$ cat src/i2c_pkg.sv
package i2c_pkg;

    // 24C16 style addressing, 2048 bytes
    typedef logic [10:0] ee_addr_t;
    typedef logic [7:0]  ee_data_t;

    localparam logic [3:0] EE_DEV_CODE = 4'b1010;   // fixed part of control byte

    typedef enum logic [3:0] {
        ST_IDLE,
        ST_START,
        ST_CTRL,
        ST_ADDR,
        ST_WDATA,
        ST_RSTART,
        ST_RCTRL,
        ST_RDATA,
        ST_STOP,
        ST_DONE
    } i2c_state_e;

endpackage

$ cat src/boot_loader.sv
`timescale 1ns/100ps
module boot_loader import i2c_pkg::*; #(
    parameter int BOOT_BYTES = 4
) (
    input  logic                    CLK,
    input  logic                    RESET,
    input  logic                    boot_done_in,
    input  ee_data_t                rsp_rdata,
    output logic                    boot_req,
    output ee_addr_t                boot_addr,
    output logic [BOOT_BYTES*8-1:0] boot_cfg,
    output logic                    boot_done
);
    localparam int IDX_W = (BOOT_BYTES > 1) ? $clog2(BOOT_BYTES) : 1;
    localparam logic [IDX_W-1:0] IDX_LAST = IDX_W'(BOOT_BYTES - 1);

    logic [IDX_W-1:0] idx;

    assign boot_addr = ee_addr_t'(idx);

    always_ff @(posedge CLK)
    begin
        if (RESET)
        begin
            idx       <= '0;
            boot_req  <= 1'b0;
            boot_done <= 1'b0;
            boot_cfg  <= '0;
        end
        else if (boot_done_in)
        begin
            boot_cfg[idx*8 +: 8] <= rsp_rdata;   // nack leaves FF
            if (idx == IDX_LAST)
            begin
                boot_req  <= 1'b0;
                boot_done <= 1'b1;
            end
            else
                idx <= idx + 1'b1;   // req stays up for next byte
        end
        else if (!boot_done && !boot_req)
            boot_req <= 1'b1;   // first read right out of reset
    end

endmodule

$ cat config.mk
export PLATFORM = sky130hd
export DESIGN_NAME = boot_loader
export DESIGN_NICKNAME = d
export VERILOG_FILES = /design/src/i2c_pkg.sv /design/src/boot_loader.sv
export SDC_FILE = /design/constraint.sdc
export NUM_CORES = 1
export LEC_CHECK = 0
export ABC_AREA = 1
export BUFFER_PORTS_ARGS = -buffer_cell sky130_fd_sc_hd__buf_2
export CORE_MARGIN = 4
export CORE_UTILIZATION = 50
export CTS_CLUSTER_DIAMETER = 50
export DETAILED_ROUTE_END_ITERATION = 8
export GPL_TIMING_DRIVEN = 0
export PLACE_DENSITY = 0.76
export SYNTH_ARGS = -nofsm -noshare
export SYNTH_HDL_FRONTEND = slang
export SYNTH_SLANG_ARGS = --single-unit
$ cat constraint.sdc
create_clock -name CLK -period 2.9 [get_ports CLK]
set_clock_uncertainty 0.15 [all_clocks]
set_input_delay 0.145 -clock CLK [delete_from_list [all_inputs] [get_ports CLK]]
set_output_delay 0.145 -clock CLK [all_outputs]
set_load 0.02 [all_outputs]
==> impl_metrics.ini <==
[outcome]
status = complete, no violations

[setup_path]
critical_path_class = flop to flop
cp_max_fo = 12
endpoint_kind = flop
arrival_ps = 2730
crit_family = buffers and inverters
timing.critical_path.buf_inv = 5
start_kind = flop
cp.required_ps = 3040
slowest_stage = dlygate4sd3_1
path_cells = inv_1, buf_4, buf_4, ha_1, inv_1, nand2_1, nor2_4, nand2_1, a21oi_1, dlygate4sd3_1
max_stage_delay_ps = 570

[floorplanning]
io_pins = 56
fp.dieArea_sq_um = 4330
start_util_pct = 53.4
rows = 20
core_sq_um = 3130
die_h_microns = 65.8
die_x_microns = 65.8

[placement]
portBuffers = 44
routabilityCongestion = 0.796
dp_hpwl_microns = 2750

[logic_synthesis]
ys_top_cells_by_area = dfxtp_1 43%, nand2_1 14%, a21oi_1 10%
yosysWarnings = 0
syn-mean-instance-area_sq_um = 7.32
synth-async-reset-ratio_pct = 0
synth_edf_count = 0
yosys_most_used_dff = dfxtp_1
netlist_instances = 228
synth_most_common_cell = nand2_1
syn_area_sq_um = 1670
ys_ff_latch = 36
synthDominantCellAreaShare_pct = 43.2
synth_commonest_cells = 64 x nand2_1, 36 x dfxtp_1, 35 x a21oi_1, 24 x inv_1, 19 x nor2_1
synth_cell_types = 20
yosysSeqAreaShare_pct = 43.2
yosysTopAreaCell = dfxtp_1

[clocking]
h-tree-depth = 2
cts_buffers = 5
cts_num_sinks = 36
cts_tree = done
cts.reportedPaths.clkPinSlew_ps = 110
cts-root-buf = clkbuf_4
clock_latency_ps = 340
clockBufferDepth = 2

[timing]
period_minus_slack_ps = 2590
fmax_mhz = 387
fin_setup_tns_ps = 0
hold_violations = 0
grt_setup_unrepaired = no
fin_crit_sh_pct = 89.2
slew_viol_final = 0
setup_viol = 0

[drt]
drc = 0
via_per_inst = 4.58
ant_nets = 0
avgRoutedWirePerCell_microns = 10.9
routed_wl_microns = 3720
dr.pass1.iters = 4
dr.first_iter.drc_count = 91
via_count = 1567

[power]
power_density_nw_per_um2 = 492
leakage_nw = 1.09
vdd_drop_max_uv = 313

[cells_and_area]
areaGrowthSynthToFinish_pct = 28.9
diodes = 0
drive_gt1_share_pct = 25.2
final_util_pct = 68.8
fin_nets = 314

[grt]
overflow = 0
grt_pass1_wl_microns = 6140
grtUsageTotal_pct = 18.7
grt_max_degree = 13
grt_pass1_vias = 1385
grt_antenna_before_repair = 0

[job]
max_cap_violations = 0

[hold_path]
hold_class = input port to flop
==> sequential cells by signal, indices dropped and copies added, names as in the netlist <==
register / cells
boot_cfg: 32
idx: 2
boot_done: 1
boot_req: 1
==> layout make-up <==
| type | instances | area, sq um |
|---|---|---|
| sequential | 36 | 721 |
| multi-input combinational | 158 | 763 |
| timing repair buffer | 54 | 320 |
| tap | 44 | 55.1 |
| fill | 284 | 977 |
| clock buffer | 6 | 41.3 |
| inverter | 25 | 93.8 |
| buffer | 17 | 121 |
| clock inverter | 2 | 35.0 |
==> final timing paths <==
| check | from | endpoint | slack [ps] | cells after the start |
|---|---|---|---|---|
| max | idx[0] | boot_cfg[4] | 310 | 10 |
| min | rsp_rdata[4] | boot_cfg[20] | 60 | 5 |
| max reg2reg | idx[0] | boot_cfg[4] | 310 | 10 |
| min reg2reg | boot_cfg[15] | boot_cfg[15] | 320 | 2 |
==> tightest hold or removal path: stages <==
cell and delay [ps]:
buf_2 110, nand2_1 80, inv_1 50, nand3_1 70, a21oi_1 60
==> stage by stage <==
step	area (sq um)	power (mW)	instances	hold slack, ps	worst slack (ps)
after floorplan	1700	0.669	236	208	989
after global placement	1970	0.712	324	299	949
after detailed placement	1970	0.713	324	299	942
after CTS	2150	1.06	342	42.1	404
after global routing	2150	1.11	342	85.9	177
final	2150	1.06	342	60.6	315
==> power by group <==
part	switching, mW	internal (mW)
combinational	0.129	0.0674
clock	0.164	0.181
sequential	0.00899	0.508
total	0.302	0.756
==> cell families after synthesis <==
group / Yosys count / synth area share, %
flops: 36 / 43.2
fa+ha+maj: 6 / 4.50
buf+inv: 42 / 12.9
simple gates: 98 / 25.5
other cells: 1 / 0.225
compound gates: 45 / 13.7
==> timing repair <==
| item | CTS | global route |
|---|---|---|
| resized for setup | 0 | 0 |
| setup buffers | 0 | 0 |
| endpoints found under the hold margin | 10 | 0 |
| hold buffers | 10 | 0 |
==> cells in the final DEF (no fill, tap or decap), drive strengths merged <==
cell	count
nand2	67
conb	9
nand3	8
clkbuf	9
nor2	23
inv	25
clkinv	1
ha	6
o21ai	10
dfxtp	36
bufinv	1
a21oi	35
buf	58
dlygate4sd3	10
==> metal layers <==
metal	vias up	share of wire [%]	track usage, %
met1	675	46	24.1
met5	-	0	0
met4	0	1.5	6.99
met3	6	6.9	5.61
met2	50	46	29.2
li1	836	-	-
Note: power is estimated with default switching activity, not from simulation.
