File: src/i2c_pkg.sv
package i2c_pkg;

    // 24C16 style addressing, 2048 bytes
    typedef logic [10:0] ee_addr_t;
    typedef logic [7:0]  ee_data_t;

    localparam logic [3:0] EE_DEV_CODE = 4'b1010;   // fixed part of control byte

    typedef enum logic [3:0] {
        ST_IDLE,
        ST_START,
        ST_CTRL,
        ST_ADDR,
        ST_WDATA,
        ST_RSTART,
        ST_RCTRL,
        ST_RDATA,
        ST_STOP,
        ST_DONE
    } i2c_state_e;

endpackage

File: src/eeprom_arbiter.sv
`timescale 1ns/100ps
module eeprom_arbiter import i2c_pkg::*; (
    input  logic     CLK,
    input  logic     RESET,
    input  logic     boot_req,
    input  logic     boot_rd,
    input  ee_addr_t boot_addr,
    input  ee_data_t boot_wdata,
    output logic     boot_done,
    input  logic     host_req,
    input  logic     host_rd,
    input  ee_addr_t host_addr,
    input  ee_data_t host_wdata,
    output logic     host_done,
    output logic     rsp_nack,
    output ee_data_t rsp_rdata,
    output logic     eng_start,
    output logic     eng_rd,
    output ee_addr_t eng_addr,
    output ee_data_t eng_wdata,
    input  logic     eng_done,
    input  logic     eng_nack,
    input  ee_data_t eng_rdata
);
    logic grant_boot;
    logic grant_host;

    always_ff @(posedge CLK)
    begin
        if (RESET)
        begin
            grant_boot <= 1'b0;
            grant_host <= 1'b0;
            eng_start  <= 1'b0;
        end
        else
        begin
            eng_start <= 1'b0;
            if (eng_done)
            begin
                grant_boot <= 1'b0;
                grant_host <= 1'b0;
            end
            else if (!grant_boot && !grant_host)
            begin
                if (boot_req)   // boot loader wins
                begin
                    grant_boot <= 1'b1;
                    eng_start  <= 1'b1;
                end
                else if (host_req)
                begin
                    grant_host <= 1'b1;
                    eng_start  <= 1'b1;
                end
            end
        end
    end

    assign eng_rd    = grant_boot ? boot_rd    : host_rd;
    assign eng_addr  = grant_boot ? boot_addr  : host_addr;
    assign eng_wdata = grant_boot ? boot_wdata : host_wdata;

    assign boot_done = grant_boot && eng_done;
    assign host_done = grant_host && eng_done;
    assign rsp_nack  = eng_nack;    // only looked at with done
    assign rsp_rdata = eng_rdata;

    a_one_grant: assert property (@(posedge CLK) disable iff (RESET)
        !(grant_boot && grant_host))
        else $error("both requesters granted");

    a_done_granted: assert property (@(posedge CLK) disable iff (RESET)
        eng_done |-> (grant_boot || grant_host))
        else $error("engine done without a grant");

endmodule

File: config.mk
export PLATFORM = sky130hd
export DESIGN_NAME = eeprom_arbiter
export DESIGN_NICKNAME = d
export VERILOG_FILES = /design/src/i2c_pkg.sv /design/src/eeprom_arbiter.sv
export SDC_FILE = /design/constraint.sdc
export NUM_CORES = 1
export LEC_CHECK = 0
export CAP_MARGIN = 20
export CORE_AREA = 2 2 39 41
export DETAILED_ROUTE_END_ITERATION = 8
export DIE_AREA = 0 0 41 43
export DONT_BUFFER_PORTS = 1
export SLEW_MARGIN = 15
export SYNTH_ARGS = -nofsm -noshare
export SYNTH_HDL_FRONTEND = slang
export SYNTH_SLANG_ARGS = --single-unit
export TNS_END_PERCENT = 20
File: constraint.sdc
create_clock -name CLK -period 2.1 [get_ports CLK]
set_clock_uncertainty 0.2 [all_clocks]
set_input_delay 0.525 -clock CLK [delete_from_list [all_inputs] [get_ports CLK]]
set_output_delay 0.525 -clock CLK [all_outputs]
set_load 0.05 [all_outputs]
==> results.md <==
- 14.8 µm — average detailed-routed wire length per instance
- 19.7% — Seq pwr share
- 96 — post-layout net count
- 2 — violation count after the first detailed-routing iteration
- 1090 µm — wire length of the first global-routing pass
- grant_boot — end of the worst hold path
- 0 — cells resized by post-CTS repair
- 0.154 nW — total leakage power
- 5.67 — routed vias/inst
- 0.163 mW — switching pwr
- mux2_2 — slowest cell on the critical path
- 0 — cts-stage hold buffer count
- 323 — total via count in the routed design
- 3 — detailed-routing iteration count for the pre-antenna-repair pass
- 40 ps — clock transition at the registers of the reported paths
- 333 — number of global-route vias before repair
- 14 — largest fanout on the critical path
- 13.7% — sequential share of the synthesized area
- 86 — number of ports placed on the die boundary
- false — setup repair after global routing missed its margin
- 0 — final number of hold-violating endpoints
- multiplexers — family with the most delay on the worst path
- 776 nW/µm² — power density cells
- 840 ps — slack of the worst reg-to-reg path
- 3 — sink count of the clock tree
- 67.2% — worst rel slew slack
- 14 — row cnt
- 0 — post-route antenna net violation count
- 100 — post-synth net total
- 438 µm² — Post-Syn Area
- buf_4, mux2_2 — crit-path cells
- complete, no violations — result of the run
- 15 — pin count of the biggest net entering global routing
- 428 µm² — final instance area
- 480 ps — Slowest Stage Delay on Critical Path
- 146 — fill cell count
- 3 — number of cells traversed by the worst register-to-register path
- mux2_2 — cell with the most instances after synthesis
- 0 — number of antenna cells inserted
- 0 — setup fix buffers added after clock tree synthesis
- 1 — H-tree levels
- 0 ps — Setup TNS Final
- 0 — maxcap violations
- mux2_2 (51%), buf_4 (17%), dfxtp_1 (14%) — cells taking the most area after synthesis
- 41 µm — horizontal die dimension
- mux2_2 (20), buf_4 (10), dfxtp_1 (3) — top cells by count, synth
- grant_boot — beginning of the worst register-to-register path
- clkbuf_4 — root buffer selected by CTS
- 0.169 mW — cell internal pwr
- boot_req — Worst Hold Launch
- 0 — number of antenna violations at the first check in global routing
- 0.688 — Placer Congestion
- 49.2% — switching power as a share of total power
- 0 — overflow left after global routing
- 1760 µm² — die area
- 51.4% — share of the synthesized area in the top cell type
- 9.73% — global-route usage over all layers
- 1 — crit path buf inv count
- built — TritonCTS clock tree
- 495 ps — Slew @ Worst Pin
- 31.6% — Starting Density
- dfxtp_1 — flip-flop cell with the highest count after synthesis
- 279 µm² — area occupied by multi-input gates
- 3 — number of buffers inserted during clock tree synthesis
- 30.2% — share of power burned in the clock network
- 0 — count of flip-flops with a built-in enable after synthesis
- 2 — cell count of the worst hold path
- 247 ps — final-layout worst hold slack
- 1370 ps — critical path data required time
- 13 — count of distinct cell types in the synthesized netlist
- 2 — clock tree buffer depth
- 1240 ps — Crit path arrival time
- 50.1% — power share of the combinational group
- flip-flop — type of element launching the critical path
- 65.9% — fraction of final layout cells sized beyond drive strength 1
- 3 — number of flip-flops and latches in the synthesized netlist
- mux2_2 — dominant cell type by area after synthesis
- 53 — number of instances in the placed design
- reg2out — class of the most critical setup path
- 844 µm — Routed WL
- 174 µV — largest vdd supply drop
- 30.9% — final cell utilization of the core
- 1960 ps — Tmin final
- grant_host — Worst R2R End
- 93.5% — period utilisation layout
- 766 µm — DP Wirelength
- 0 — final-report setup violation count
- 1380 µm² — core footprint
- 230 ps — clk_lat worst skew
- 0 — max-slew violation count
- 0% — Async S/R FF share, synth
- 57 — final std cells w/o fill
- in2reg — Hold Crit Class
- 509 MHz — fmax
- 43 µm — die height
- output pin — endpoint class of the critical path
- 0 — Synth Warn #
- 46 — Synth Instances
- 60.1 µm² — FF+latch area
- 0 — residual DRC count
- 0 — number of I/O port buffers
- 9.52 µm² — Avg Inst Size Synth
- -2.29% — synthesis-to-layout area growth
- 402 µm² — DP Area
through the flow:
stage / total power, mW / setup slack (ps)
after detailed placement: 0.233 / 365
after floorplan: 0.273 / 310
after global placement: 0.233 / 393
after global routing: 0.346 / 78.5
after CTS: 0.338 / 109
final: 0.332 / 136
worst max path at each step:
stage	slack, ps	start	endpoint	cells past startpoint
2_1_floorplan	310	grant_boot	eng_addr[9]	3
3_3_place_gp	390	grant_boot	eng_wdata[4]	2
3_5_place_dp	360	grant_boot	eng_wdata[4]	2
4_1_cts	110	grant_boot	eng_wdata[4]	2
5_1_grt	80	grant_boot	eng_wdata[4]	2
6_report	140	grant_boot	eng_wdata[4]	2
routing by layer:
metal  routed length (µm)  GRT usage, %  share of wire [%]
met1                  209          5.13                 25
met2                  416          18.1                 49
met3                  218          5.24                 26
met4                    0          8.67                  0
met5                    0             0                  0
power groups by stage:
stage / logic [mW] / registers [mW] / clock network [mW]
after detailed placement: 0.167 / 0.0663 / 0
final: 0.166 / 0.0654 / 0.100
after CTS: 0.167 / 0.0655 / 0.105
after floorplan: 0.207 / 0.0659 / 0
after global routing: 0.172 / 0.0656 / 0.108
after global placement: 0.167 / 0.0662 / 0
cell type report:
cell class	count	share of cell area (%)
inverter	2	1.75
clock buffer	4	6.14
multi-input combinational	29	65.2
timing repair buffer	3	8.19
sequential	3	14.0
tap	16	4.68
kinds of logic after synthesis:
group,share of synthesized area (%)
muxes,51.4
buffers and inverters,22.6
and+or+nand+nor,10.0
DFF,13.7
AOI/OAI and AO/OA,2.29
registers in the layout (all words and copies together) (netlist names):
| signal | count |
|---|---|
| grant_host | 1 |
| grant_boot | 1 |
| eng_start | 1 |
worst register-to-register path, cell delays in order, from the launching register on:
cell     delay (ps)
dfxtp_1         300
buf_4           180
or3b_1          380
a21oi_1         130
placed cells by master (no fill, tap or decap):
master and instances:
mux2_2 20, clkbuf_4 3, dfxtp_1 3, and2_1 2
inv_1 2, a21oi_1 2, buf_4 2, or3b_1 1
or2_2 1, nor2_1 1, nor4_1 1, nand2b_1 1
clkbuf_1 1, buf_12 1
Power figures use the tool's default switching activity.
