**config.mk**
```make
export PLATFORM = sky130hd
export DESIGN_NAME = apb_eeprom_regs
export DESIGN_NICKNAME = d
export VERILOG_FILES = /design/src/apb_pkg.sv /design/src/i2c_pkg.sv /design/src/apb_eeprom_regs.sv
export SDC_FILE = /design/constraint.sdc
export NUM_CORES = 1
export LEC_CHECK = 0
export BUFFER_PORTS_ARGS = -buffer_cell sky130_fd_sc_hd__buf_2
export CAP_MARGIN = 20
export CORE_ASPECT_RATIO = 1.1
export CORE_UTILIZATION = 51
export DETAILED_ROUTE_END_ITERATION = 7
export PLACE_DENSITY = 0.92
export SYNTH_ARGS = -nofsm -noshare
export SYNTH_HDL_FRONTEND = slang
export SYNTH_SLANG_ARGS = --single-unit
```
**constraint.sdc**
```tcl
create_clock -name CLK -period 3.7 [get_ports CLK]
set_clock_uncertainty 0.1 [all_clocks]
set_input_delay 0.37 -clock CLK [delete_from_list [all_inputs] [get_ports CLK]]
set_output_delay 0.37 -clock CLK [all_outputs]
set_load 0.005 [all_outputs]
```
**src/apb_pkg.sv**
```systemverilog
package apb_pkg;

    typedef logic [7:0]  apb_addr_t;
    typedef logic [31:0] apb_data_t;

    // register map
    localparam apb_addr_t REG_ADDR   = 8'h00;
    localparam apb_addr_t REG_WDATA  = 8'h04;
    localparam apb_addr_t REG_CMD    = 8'h08;   // bit 0 go, bit 1 read
    localparam apb_addr_t REG_STATUS = 8'h0C;   // busy, nack, done
    localparam apb_addr_t REG_RDATA  = 8'h10;

endpackage

```
**src/i2c_pkg.sv**
```systemverilog
package i2c_pkg;

    // 24C16 style addressing, 2048 bytes
    typedef logic [10:0] ee_addr_t;
    typedef logic [7:0]  ee_data_t;

    localparam logic [3:0] EE_DEV_CODE = 4'b1010;   // fixed part of control byte

    typedef enum logic [3:0] {
        ST_IDLE,
        ST_START,
        ST_CTRL,
        ST_ADDR,
        ST_WDATA,
        ST_RSTART,
        ST_RCTRL,
        ST_RDATA,
        ST_STOP,
        ST_DONE
    } i2c_state_e;

endpackage

```
**src/apb_eeprom_regs.sv**
```systemverilog
`timescale 1ns/100ps
module apb_eeprom_regs import apb_pkg::*, i2c_pkg::*; (
    input  logic      CLK,
    input  logic      RESET,
    input  logic      psel,
    input  logic      penable,
    input  logic      pwrite,
    input  apb_addr_t paddr,
    input  apb_data_t pwdata,
    output apb_data_t prdata,
    output logic      pready,
    output logic      pslverr,
    output logic      host_req,
    output logic      host_rd,
    output ee_addr_t  host_addr,
    output ee_data_t  host_wdata,
    input  logic      host_done,
    input  logic      rsp_nack,
    input  ee_data_t  rsp_rdata
);
    ee_addr_t addr_r;
    ee_data_t wdata_r;
    ee_data_t rdata_r;
    logic     nack_r;
    logic     done_r;
    logic     setup;
    logic     wr_access;

    assign setup     = psel && !penable;
    assign wr_access = psel && penable && pwrite && !pslverr;

    always_ff @(posedge CLK)
    begin
        if (RESET)
        begin
            pready   <= 1'b0;
            pslverr  <= 1'b0;
            prdata   <= '0;
            addr_r   <= '0;
            wdata_r  <= '0;
            rdata_r  <= '0;
            nack_r   <= 1'b0;
            done_r   <= 1'b0;
            host_req <= 1'b0;
            host_rd  <= 1'b0;
        end
        else
        begin
            // response is ready for the access phase
            pready  <= setup;
            pslverr <= setup && pwrite && paddr == REG_CMD && host_req;

            if (setup)
            begin
                case (paddr)
                    REG_ADDR:   prdata <= apb_data_t'(addr_r);
                    REG_WDATA:  prdata <= apb_data_t'(wdata_r);
                    REG_CMD:    prdata <= {30'b0, host_rd, host_req};
                    REG_STATUS: prdata <= {29'b0, done_r, nack_r, host_req};
                    REG_RDATA:  prdata <= apb_data_t'(rdata_r);
                    default:    prdata <= '0;
                endcase
            end

            if (wr_access && paddr == REG_ADDR)
                addr_r <= pwdata[10:0];
            if (wr_access && paddr == REG_WDATA)
                wdata_r <= pwdata[7:0];

            if (wr_access && paddr == REG_CMD && pwdata[0])
            begin
                host_req <= 1'b1;
                host_rd  <= pwdata[1];
                nack_r   <= 1'b0;
                done_r   <= 1'b0;   // sticky until next go
            end
            else if (host_done)
            begin
                host_req <= 1'b0;
                nack_r   <= rsp_nack;
                done_r   <= 1'b1;
                if (host_rd)
                    rdata_r <= rsp_rdata;
            end
        end
    end

    // held steady for the arbiter until done
    always_ff @(posedge CLK)
    begin
        if (wr_access && paddr == REG_CMD && pwdata[0])
        begin
            host_addr  <= addr_r;
            host_wdata <= wdata_r;
        end
    end

    a_pready_access: assert property (@(posedge CLK) disable iff (RESET)
        pready |-> psel && penable)
        else $error("pready outside an APB access phase");

endmodule

```
==> results.sh <==
export IMPL_criticalPathCategory="in -> reg"
export IMPL_r2r_end="wdata_r[2]$_SDFFE_PP0P_"
export IMPL_ys_ff_latch=63
export IMPL_finalPower_mw=1.50
export IMPL_fmax_ghz=0.498
export IMPL_setup_tns_ps=0
export IMPL_leakage_nw=1.40
export IMPL_insertedDiodeCount=0
export IMPL_min_period_ps=2010
export IMPL_final_cells=372
export IMPL_drt_first_iter_violations=153
export IMPL_reg2reg_depth=4
export IMPL_power_density_nw_per_um2=468
export IMPL_rsz0062_at_grt="false"
export IMPL_dp_cells=355
export IMPL_cts_resized=0
export IMPL_ys_warn_count=0
export IMPL_antenna_found_initial=0
export IMPL_final_hold_violation_count=0
export IMPL_required_ps=3790
export IMPL_cts_root_buf="clkbuf_8"
export IMPL_pre_cts_slack_ps=1120
export IMPL_die_area_um2=5570
export IMPL_relSlewSlack_pct=50.9
export IMPL_viasPerCell=5.37
export IMPL_slew_viol_final=0
export IMPL_fin_crit_sh_pct=54.2
export IMPL_violations="DRC"
export IMPL_post_cts_setup_buffers=0
export IMPL_worst_slack_ps=1690
export IMPL_drv_cap=0
export IMPL_rows=27
export IMPL_grt_pass1_wl_um=8710
export IMPL_yosysUniqueCellTypes=39
export IMPL_hpwl_um=3660
export IMPL_status="finished, violations left"
export IMPL_ys_seq_area_share_pct=54.0
export IMPL_portBuffers=67
export IMPL_cts_max_level=3
export IMPL_gr_total_overflow=0
export IMPL_die_h_um=78.2
export IMPL_drc=5
export IMPL_drive_gt1_share_pct=29.0
export IMPL_gp_congestion=0.822
export IMPL_crit_start="paddr[1]"
export IMPL_wl_per_cell_um=14.6
export IMPL_rr_startpoint="pslverr$_SDFF_PP0_"
export IMPL_setup_viol=0
export IMPL_antenna_left=0
export IMPL_cts_sinks=63
export IMPL_initial_core_util_pct=53.4
export IMPL_ctsHoldBuffers=0
export IMPL_area_growth_pct=19.4
export IMPL_vias=1998
export IMPL_hold_class="in -> reg"
export IMPL_r2r_slack_ps=1810
export IMPL_syn_area_per_cell_um2=11.1
export IMPL_cp_max_fo=8
export IMPL_final_common_cell="buf_2"
export IMPL_path_clk_slew_ps=70
export IMPL_ir_drop_mv=0.239
export IMPL_numCtsBuffers=9
export IMPL_netlist_area_um2=2690
export IMPL_critPathCaptureType="register"
export IMPL_mostFrequentLayoutCells="68 x buf_2, 44 x dfxtp_1, 37 x mux2i_1"
export IMPL_ys_async_sr_fraction_pct=0
export IMPL_fp_coreArea_um2=5030
export IMPL_fp_dieW_um=71.2
export IMPL_cts_tree="yes"
export IMPL_crit_path_start_kind="input port"
export IMPL_routed_wl_um=5450
export IMPL_ys_flop_type="dfxtp_1"
export IMPL_grt_pass1_vias=1835
export IMPL_io_pins=110
export IMPL_critPathArrivalTime_ps=2100
export IMPL_drt_first_pass_iters=7
export IMPL_cts_buffer_depth=2
export IMPL_postSynthCellCount=243
export IMPL_worstSkewPairLatency_ps=340
export IMPL_track_usage_pct=20.9
export IMPL_grt_max_degree=47
export IMPL_layout_nets=364
export IMPL_worst_slew_pin_slew_ps=731
export IMPL_synth_edf_count=19
export IMPL_crit_path_end="wdata_r[2]$_SDFFE_PP0P_"
-- Yosys cell counts, types with 2 or more instances --
| cell | number | area share (%) |
|---|---|---|
| buf_4 | 22 | 6.1 |
| nor3b_1 | 3 | 0.84 |
| edfxtp_1 | 19 | 21 |
| a2bb2oi_1 | 5 | 1.6 |
| a21oi_1 | 6 | 1.1 |
| and3_1 | 4 | 0.93 |
| dfxtp_1 | 44 | 33 |
| mux2i_1 | 37 | 14 |
| nand4_1 | 4 | 0.93 |
| nand2b_1 | 18 | 4.2 |
| nand3_1 | 6 | 1.1 |
| nor4_1 | 2 | 0.47 |
| nor4b_1 | 2 | 0.65 |
| clkbuf_1 | 9 | 1.3 |
| nor2_1 | 24 | 3.4 |
| nand2_1 | 12 | 1.7 |
| nor3_1 | 4 | 0.74 |
-- how the worst min path moves through the flow --
stage | start | to | slack [ps] | depth (start not counted)
6_report | pwdata[9] | addr_r[9]$_SDFFE_PP0P_ | 170 | 3
5_1_grt | pwdata[10] | addr_r[10]$_SDFFE_PP0P_ | 180 | 3
4_1_cts | pwdata[9] | addr_r[9]$_SDFFE_PP0P_ | 160 | 3
3_5_place_dp | prdata[9]$_SDFFE_PP0N_ | prdata[9]$_SDFFE_PP0N_ | 340 | 2
3_3_place_gp | prdata[9]$_SDFFE_PP0N_ | prdata[9]$_SDFFE_PP0N_ | 340 | 2
2_1_floorplan | addr_r[2]$_SDFFE_PP0P_ | host_addr[2]$_DFFE_PP_ | 320 | 0
-- report_power, final --
part	total (mW)	internal, mW	switching, mW
clock network	0.727	0.449	0.278
logic	0.0661	0.0259	0.0402
registers	0.710	0.709	0.00139
-- critical path, stage by stage --
cell and delay, ps:
buf_2 100, or4_4 590, nor4_4 690, mux2i_1 280
nor2_1 60
-- stage by stage --
stage | util (%) | hold WS, ps | cell area [µm²]
after floorplan | - | 321 | 2760
after global placement | 58.8 | 340 | 2960
after detailed placement | 58.8 | 344 | 2960
after CTS | 63.7 | 164 | 3200
after global routing | 63.8 | 177 | 3210
final | 63.8 | 172 | 3210
-- cell type report --
class,count,area [µm²]
clock inverters,7,120
inverters,1,3.75
fillers,365,1820
well taps,58,72.6
repair buffers,69,348
multi-input cells,165,1090
flip-flops and latches,63,1450
clock buffers,9,124
-- state kept, by name, indices dropped and copies added, names as in the netlist, 8 cells and up --
name	count
wdata_r	8
prdata	11
addr_r	11
host_wdata	8
rdata_r	8
host_addr	11
-- kinds of logic (layout without fill, tap and decap cells) --
| group | after synthesis | in the layout | synth area share, % |
|---|---|---|---|
| flops | 63 | 63 | 54.0 |
| compound gates | 16 | 16 | 4.14 |
| other cells | 1 | 21 | 0.139 |
| mux | 38 | 38 | 14.2 |
| buf+inv | 35 | 86 | 8.28 |
| simple gates | 90 | 90 | 19.3 |
-- routing by layer --
layer | track usage [%] | vias to the layer above | routed length [µm]
met4 | 12.6 | 0 | 170
met1 | 24.1 | 924 | 2270
met2 | 33.6 | 105 | 2570
met3 | 6.68 | 18 | 440
li1 | - | 951 | -
met5 | 0 | - | 0
Note: power is estimated with default switching activity, not from simulation.
