File: config.mk
export PLATFORM = sky130hd
export DESIGN_NAME = eeprom_i2c_master
export DESIGN_NICKNAME = d
export VERILOG_FILES = /design/src/i2c_pkg.sv /design/src/eeprom_i2c_master.sv
export SDC_FILE = /design/constraint.sdc
export NUM_CORES = 1
export LEC_CHECK = 0
export BUFFER_PORTS_ARGS = -buffer_cell sky130_fd_sc_hd__buf_4
export CORE_UTILIZATION = 40
export CTS_CLUSTER_SIZE = 14
export DETAILED_ROUTE_END_ITERATION = 8
export PLACE_DENSITY = 0.62
export SYNTH_ARGS = -nofsm -noshare
export SYNTH_HDL_FRONTEND = slang
export SYNTH_SLANG_ARGS = --single-unit
File: constraint.sdc
create_clock -name CLK -period 2.5 [get_ports CLK]
set_input_delay 0.375 -clock CLK [delete_from_list [all_inputs] [get_ports CLK]]
set_output_delay 0.375 -clock CLK [all_outputs]
set_load 0.005 [all_outputs]
File: src/i2c_pkg.sv
package i2c_pkg;

    // 24C16 style addressing, 2048 bytes
    typedef logic [10:0] ee_addr_t;
    typedef logic [7:0]  ee_data_t;

    localparam logic [3:0] EE_DEV_CODE = 4'b1010;   // fixed part of control byte

    typedef enum logic [3:0] {
        ST_IDLE,
        ST_START,
        ST_CTRL,
        ST_ADDR,
        ST_WDATA,
        ST_RSTART,
        ST_RCTRL,
        ST_RDATA,
        ST_STOP,
        ST_DONE
    } i2c_state_e;

endpackage

File: src/eeprom_i2c_master.sv
`timescale 1ns/100ps
module eeprom_i2c_master import i2c_pkg::*; #(
    parameter int SCL_HALF = 4
) (
    input  logic     CLK,
    input  logic     RESET,
    input  logic     start,
    input  logic     rd,
    input  ee_addr_t addr,
    input  ee_data_t wdata,
    input  logic     sda_in,
    output logic     scl,
    output logic     sda_drive_low,
    output logic     done,
    output logic     nack,
    output ee_data_t rdata
);
    localparam int CNT_W = $clog2(2 * SCL_HALF);
    localparam logic [CNT_W-1:0] CNT_LAST    = CNT_W'(2 * SCL_HALF - 1);
    localparam logic [CNT_W-1:0] CNT_HIGH    = CNT_W'(SCL_HALF);
    localparam logic [CNT_W-1:0] CNT_LOAD_LO = CNT_W'(SCL_HALF / 2 - 1);  // mid scl low
    localparam logic [CNT_W-1:0] CNT_LOAD_HI = CNT_W'(SCL_HALF + SCL_HALF / 2 - 1);
    localparam logic [CNT_W-1:0] CNT_SAMPLE  = CNT_W'(SCL_HALF + SCL_HALF / 2);

    i2c_state_e       state;
    logic [CNT_W-1:0] cnt;
    logic [3:0]       bit_cnt;
    ee_data_t         shreg;
    logic             rd_q;
    ee_addr_t         addr_q;
    ee_data_t         wdata_q;
    logic             nack_q;
    logic             send_phase;
    logic             start_phase;
    logic             phase_end;
    logic             ack_slot;

    assign send_phase  = state inside {ST_CTRL, ST_ADDR, ST_WDATA, ST_RCTRL};
    assign start_phase = state inside {ST_START, ST_RSTART};
    assign phase_end   = cnt == CNT_LAST;
    assign ack_slot    = bit_cnt == 4'd8;

    // bus idles high, start holds scl high while sda falls
    assign scl  = (state inside {ST_IDLE, ST_START, ST_DONE}) || cnt >= CNT_HIGH;
    assign done = state == ST_DONE;
    assign nack = nack_q;

    always_ff @(posedge CLK)
    begin
        if (RESET)
        begin
            state   <= ST_IDLE;
            cnt     <= '0;
            bit_cnt <= '0;
            nack_q  <= 1'b0;
        end
        else
        begin
            if (state == ST_IDLE || state == ST_DONE || phase_end)
                cnt <= '0;
            else
                cnt <= cnt + 1'b1;

            if ((send_phase || state == ST_RDATA) && phase_end)
                bit_cnt <= ack_slot ? 4'd0 : bit_cnt + 4'd1;

            if (state == ST_IDLE && start)
                nack_q <= 1'b0;
            else if (send_phase && ack_slot && cnt == CNT_SAMPLE && sda_in)
                nack_q <= 1'b1;   // no ack from slave

            case (state)
                ST_IDLE:   if (start) state <= ST_START;
                ST_START:  if (phase_end) state <= ST_CTRL;
                ST_CTRL:   if (phase_end && ack_slot) state <= nack_q ? ST_STOP : ST_ADDR;
                ST_ADDR:
                    if (phase_end && ack_slot)
                        state <= nack_q ? ST_STOP : (rd_q ? ST_RSTART : ST_WDATA);
                ST_WDATA:  if (phase_end && ack_slot) state <= ST_STOP;
                ST_RSTART: if (phase_end) state <= ST_RCTRL;
                ST_RCTRL:  if (phase_end && ack_slot) state <= nack_q ? ST_STOP : ST_RDATA;
                ST_RDATA:  if (phase_end && ack_slot) state <= ST_STOP;
                ST_STOP:   if (phase_end) state <= ST_DONE;
                default:   state <= ST_IDLE;   // done lasts one cycle
            endcase
        end
    end

    // request fields and shifter
    always_ff @(posedge CLK)
    begin
        if (state == ST_IDLE && start)
        begin
            rd_q    <= rd;
            addr_q  <= addr;
            wdata_q <= wdata;
        end

        if (state == ST_START && phase_end)
            shreg <= {EE_DEV_CODE, addr_q[10:8], 1'b0};
        else if (state == ST_RSTART && phase_end)
            shreg <= {EE_DEV_CODE, addr_q[10:8], 1'b1};
        else if (state == ST_CTRL && phase_end && ack_slot)
            shreg <= addr_q[7:0];
        else if (state == ST_ADDR && phase_end && ack_slot)
            shreg <= wdata_q;
        else if (state == ST_RDATA && cnt == CNT_SAMPLE && !ack_slot)
            shreg <= {shreg[6:0], sda_in};   // msb first
        else if (send_phase && phase_end)
            shreg <= {shreg[6:0], 1'b0};

        if (state == ST_RDATA && phase_end && ack_slot)
            rdata <= shreg;
        else if (send_phase && ack_slot && cnt == CNT_SAMPLE && sda_in)
            rdata <= 8'hFF;   // line left released
    end

    // sda moves mid scl low for bits, mid scl high for start and stop
    always_ff @(posedge CLK)
    begin
        if (RESET)
            sda_drive_low <= 1'b0;
        else if (cnt == CNT_LOAD_LO)
        begin
            if (send_phase)
                sda_drive_low <= !ack_slot && !shreg[7];
            else
                sda_drive_low <= state == ST_STOP;
        end
        else if (cnt == CNT_LOAD_HI)
        begin
            if (start_phase)
                sda_drive_low <= 1'b1;
            else if (state == ST_STOP)
                sda_drive_low <= 1'b0;
        end
    end

    a_done_pulse: assert property (@(posedge CLK) disable iff (RESET) done |=> !done)
        else $error("engine done longer than one cycle");

    a_sda_scl_low: assert property (@(posedge CLK) disable iff (RESET)
        $changed(sda_drive_low) && !(state inside {ST_START, ST_RSTART, ST_STOP}) |-> !scl)
        else $error("sda changed with scl high during a data bit");

endmodule

==> reports/qor.csv <==
metric,value,unit
grt_max_degree,22,
min_period,2.18,ns
synthCells,199,
synth_cell_type_count,57,
post-place-ws,0.323,ns
place.gp.congestion,0.753,
post-route-period-util,87.0,%
io_buffer_count,35,
fin_nets,266,
routed_wl,4430,um
via_per_inst,5.05,
detail_route.wl_per_cell,14.4,um
htreeDepth,2,
cts_buffers,5,
row_count,27,
hold_violations,0,
core_area,5640,sq um
cts_max_path_buffers,2,
setup_viol,0,
die_h,79.4,um
synth_edf_count,31,
async_flop_share,0,%
clk-insertion-delay-late,0.31,ns
holdBufCountCts,0,
ys_ff_latch,49,
hold_class,in2reg,
tns,0,ns
final_layout_size_suffix_gt1_share,29.7,%
die_area,6300,sq um
synth-main-ff-cell,edfxtp_1,
crit_type,reg2reg,
diodes,0,
grt_pass1_wl,7470,um
drt_iter0_markers,102,
grt_util_all_layers,15.8,%
gr-total-overflow,0,
syn_nets,230,
status,finished clean,
max_freq,0.460,GHz
syn_avg_cell_area,12.0,sq um
dp_hpwl,3240,um
p_leak,1.03,nW
drc_errors,0,
end_kind,flip-flop,
worstSetupStartpointType,flip-flop,
cap_violations,0,
grt_pass1_vias,1499,
report.final.slew_viol_count,0,
clockRootBuffer,clkbuf_8,
vdd_drop_max,0.000339,V
clkSinkCount,49,
final-seq-area,1290,sq um
power_density,585,nW/um^2
yosysWarnings,0,
fill_cells,497,
ioPinCount,36,
die_w,79.4,um
slew_headroom,39.8,%
syn_area,2400,sq um
worst-path-max-fanout,11,
ctsResizeCount,0,
num_vias,1556,
crit_arrival,2.22,ns
worstMarginPinSlew,0.904,ns
post_cts_buffers,0,
grt_setup_unrepaired,false,
area_delta_synth_final,18.4,%
start_util,42.5,%
antenna_found_initial,0,
clock_skew,0.0104,ns
ys_seq_area_share,53.9,%
cp.required,2.55,ns
multi_input_area,996,sq um
tritoncts,done,
setup_ws,0.325,ns
cts.clk_slew.worst_paths,0.10,ns
dr.pass1.iters,4,
ant_nets,0,
==> state kept, by name, summed over array words and instances (netlist names) <==
name	count
state	4
sda_drive_low	1
wdata_q	8
shreg	8
rdata	8
nack	1
cnt	3
bit_cnt	4
addr_q	11
rd_q	1
==> area by class of cell <==
type | instances | area share, %
clock inverter | 3 | 1.59
inverter | 10 | 1.32
sequential | 49 | 45.5
tap | 72 | 3.18
clock buffer | 5 | 2.43
timing repair buffer | 41 | 10.9
multi-input combinational | 128 | 35.1
==> through the flow <==
stage          power (mW)  hold WS, ns  instances  instance area [sq um]  utilization, %
6_report             1.66        0.236        308                   2840            50.3
5_1_grt              1.73        0.223        308                   2840            50.3
4_1_cts              1.68        0.231        308                   2840            50.3
3_5_place_dp         1.11        0.480        300                   2720            48.3
3_3_place_gp         1.11        0.473        300                   2720            48.3
2_1_floorplan        1.05        0.446        199                   2400               -
==> where the power goes <==
part	total [mW]	internal (mW)	switching [mW]
clock	0.572	0.302	0.270
sequential	0.924	0.903	0.0206
combinational	0.163	0.0835	0.0793
total	1.66	1.29	0.370
==> kinds of logic after synthesis <==
kind of cell	after synthesis	synth area share, %
xor+xnor	1	0.366
fa+ha+maj	7	3.66
mux	19	8.30
flops	49	53.9
simple gates	67	18.7
buf+inv	22	4.54
compound gates	34	10.5
==> worst max-delay path: stages, from the launching register on <==
cell and delay, ns:
dfxtp_1 0.42, ha_1 0.18, ha_1 0.40, nand4b_2 0.20
nor3_4 0.42, mux2i_1 0.24, o21ai_1 0.07
==> worst paths after layout <==
kind / startpoint / endpoint / slack [ns] / depth (start not counted)
setup / recovery: cnt[0] / shreg[1] / 0.32 / 6
hold / removal: addr[9] / addr_q[9] / 0.24 / 1
setup reg to reg: cnt[0] / shreg[1] / 0.32 / 6
hold reg to reg: cnt[0] / cnt[0] / 0.50 / 1
==> cells in the mapped netlist, types with 2 or more instances <==
| cell | number | area (sq um) |
|---|---|---|
| inv_1 | 9 | 33.8 |
| buf_2 | 6 | 30.0 |
| mux2i_1 | 12 | 120 |
| nand3b_1 | 3 | 22.5 |
| nor3_1 | 4 | 20.0 |
| ha_1 | 7 | 87.6 |
| a21oi_1 | 6 | 30.0 |
| a211oi_1 | 5 | 37.5 |
| and3_1 | 2 | 12.5 |
| or3_1 | 9 | 56.3 |
| nor2b_1 | 2 | 12.5 |
| o21ai_1 | 3 | 15.0 |
| dfxtp_1 | 18 | 360 |
| clkbuf_1 | 3 | 11.3 |
| o21ai_0 | 4 | 20.0 |
| buf_6 | 2 | 22.5 |
| nor3b_1 | 3 | 22.5 |
| nand2b_1 | 6 | 37.5 |
| mux2_2 | 7 | 78.8 |
| nand2_1 | 10 | 37.5 |
| and3b_1 | 2 | 17.5 |
| edfxtp_1 | 31 | 931 |
| nor2_1 | 11 | 41.3 |
==> layout by cell type (no fill, tap or decap), types with 2 or more instances in the layout <==
master and count:
mux2i_1 12, clkbuf_8 5, o21ai_0 4, and3b_1 2
nor3b_1 3, inv_1 9, nor2b_1 2, nor2_1 11
or3_1 9, and3_1 2, nand2_1 10, buf_4 41
a211oi_1 5, nor3_1 4, ha_1 7, edfxtp_1 31
nand3b_1 3, a21oi_1 6, nand2b_1 6, dfxtp_1 18
o21ai_1 3, mux2_2 7
==> routing by layer <==
layer  share of wire [%]  GRT usage (%)  routed length (um)
met1                  51           21.4                2250
met3                 3.7           3.89                 162
met2                  44           24.4                1950
met4                 1.3           6.00                  58
met5                   0              0                   0
No activity file was read; power rests on OpenSTA's default activity.
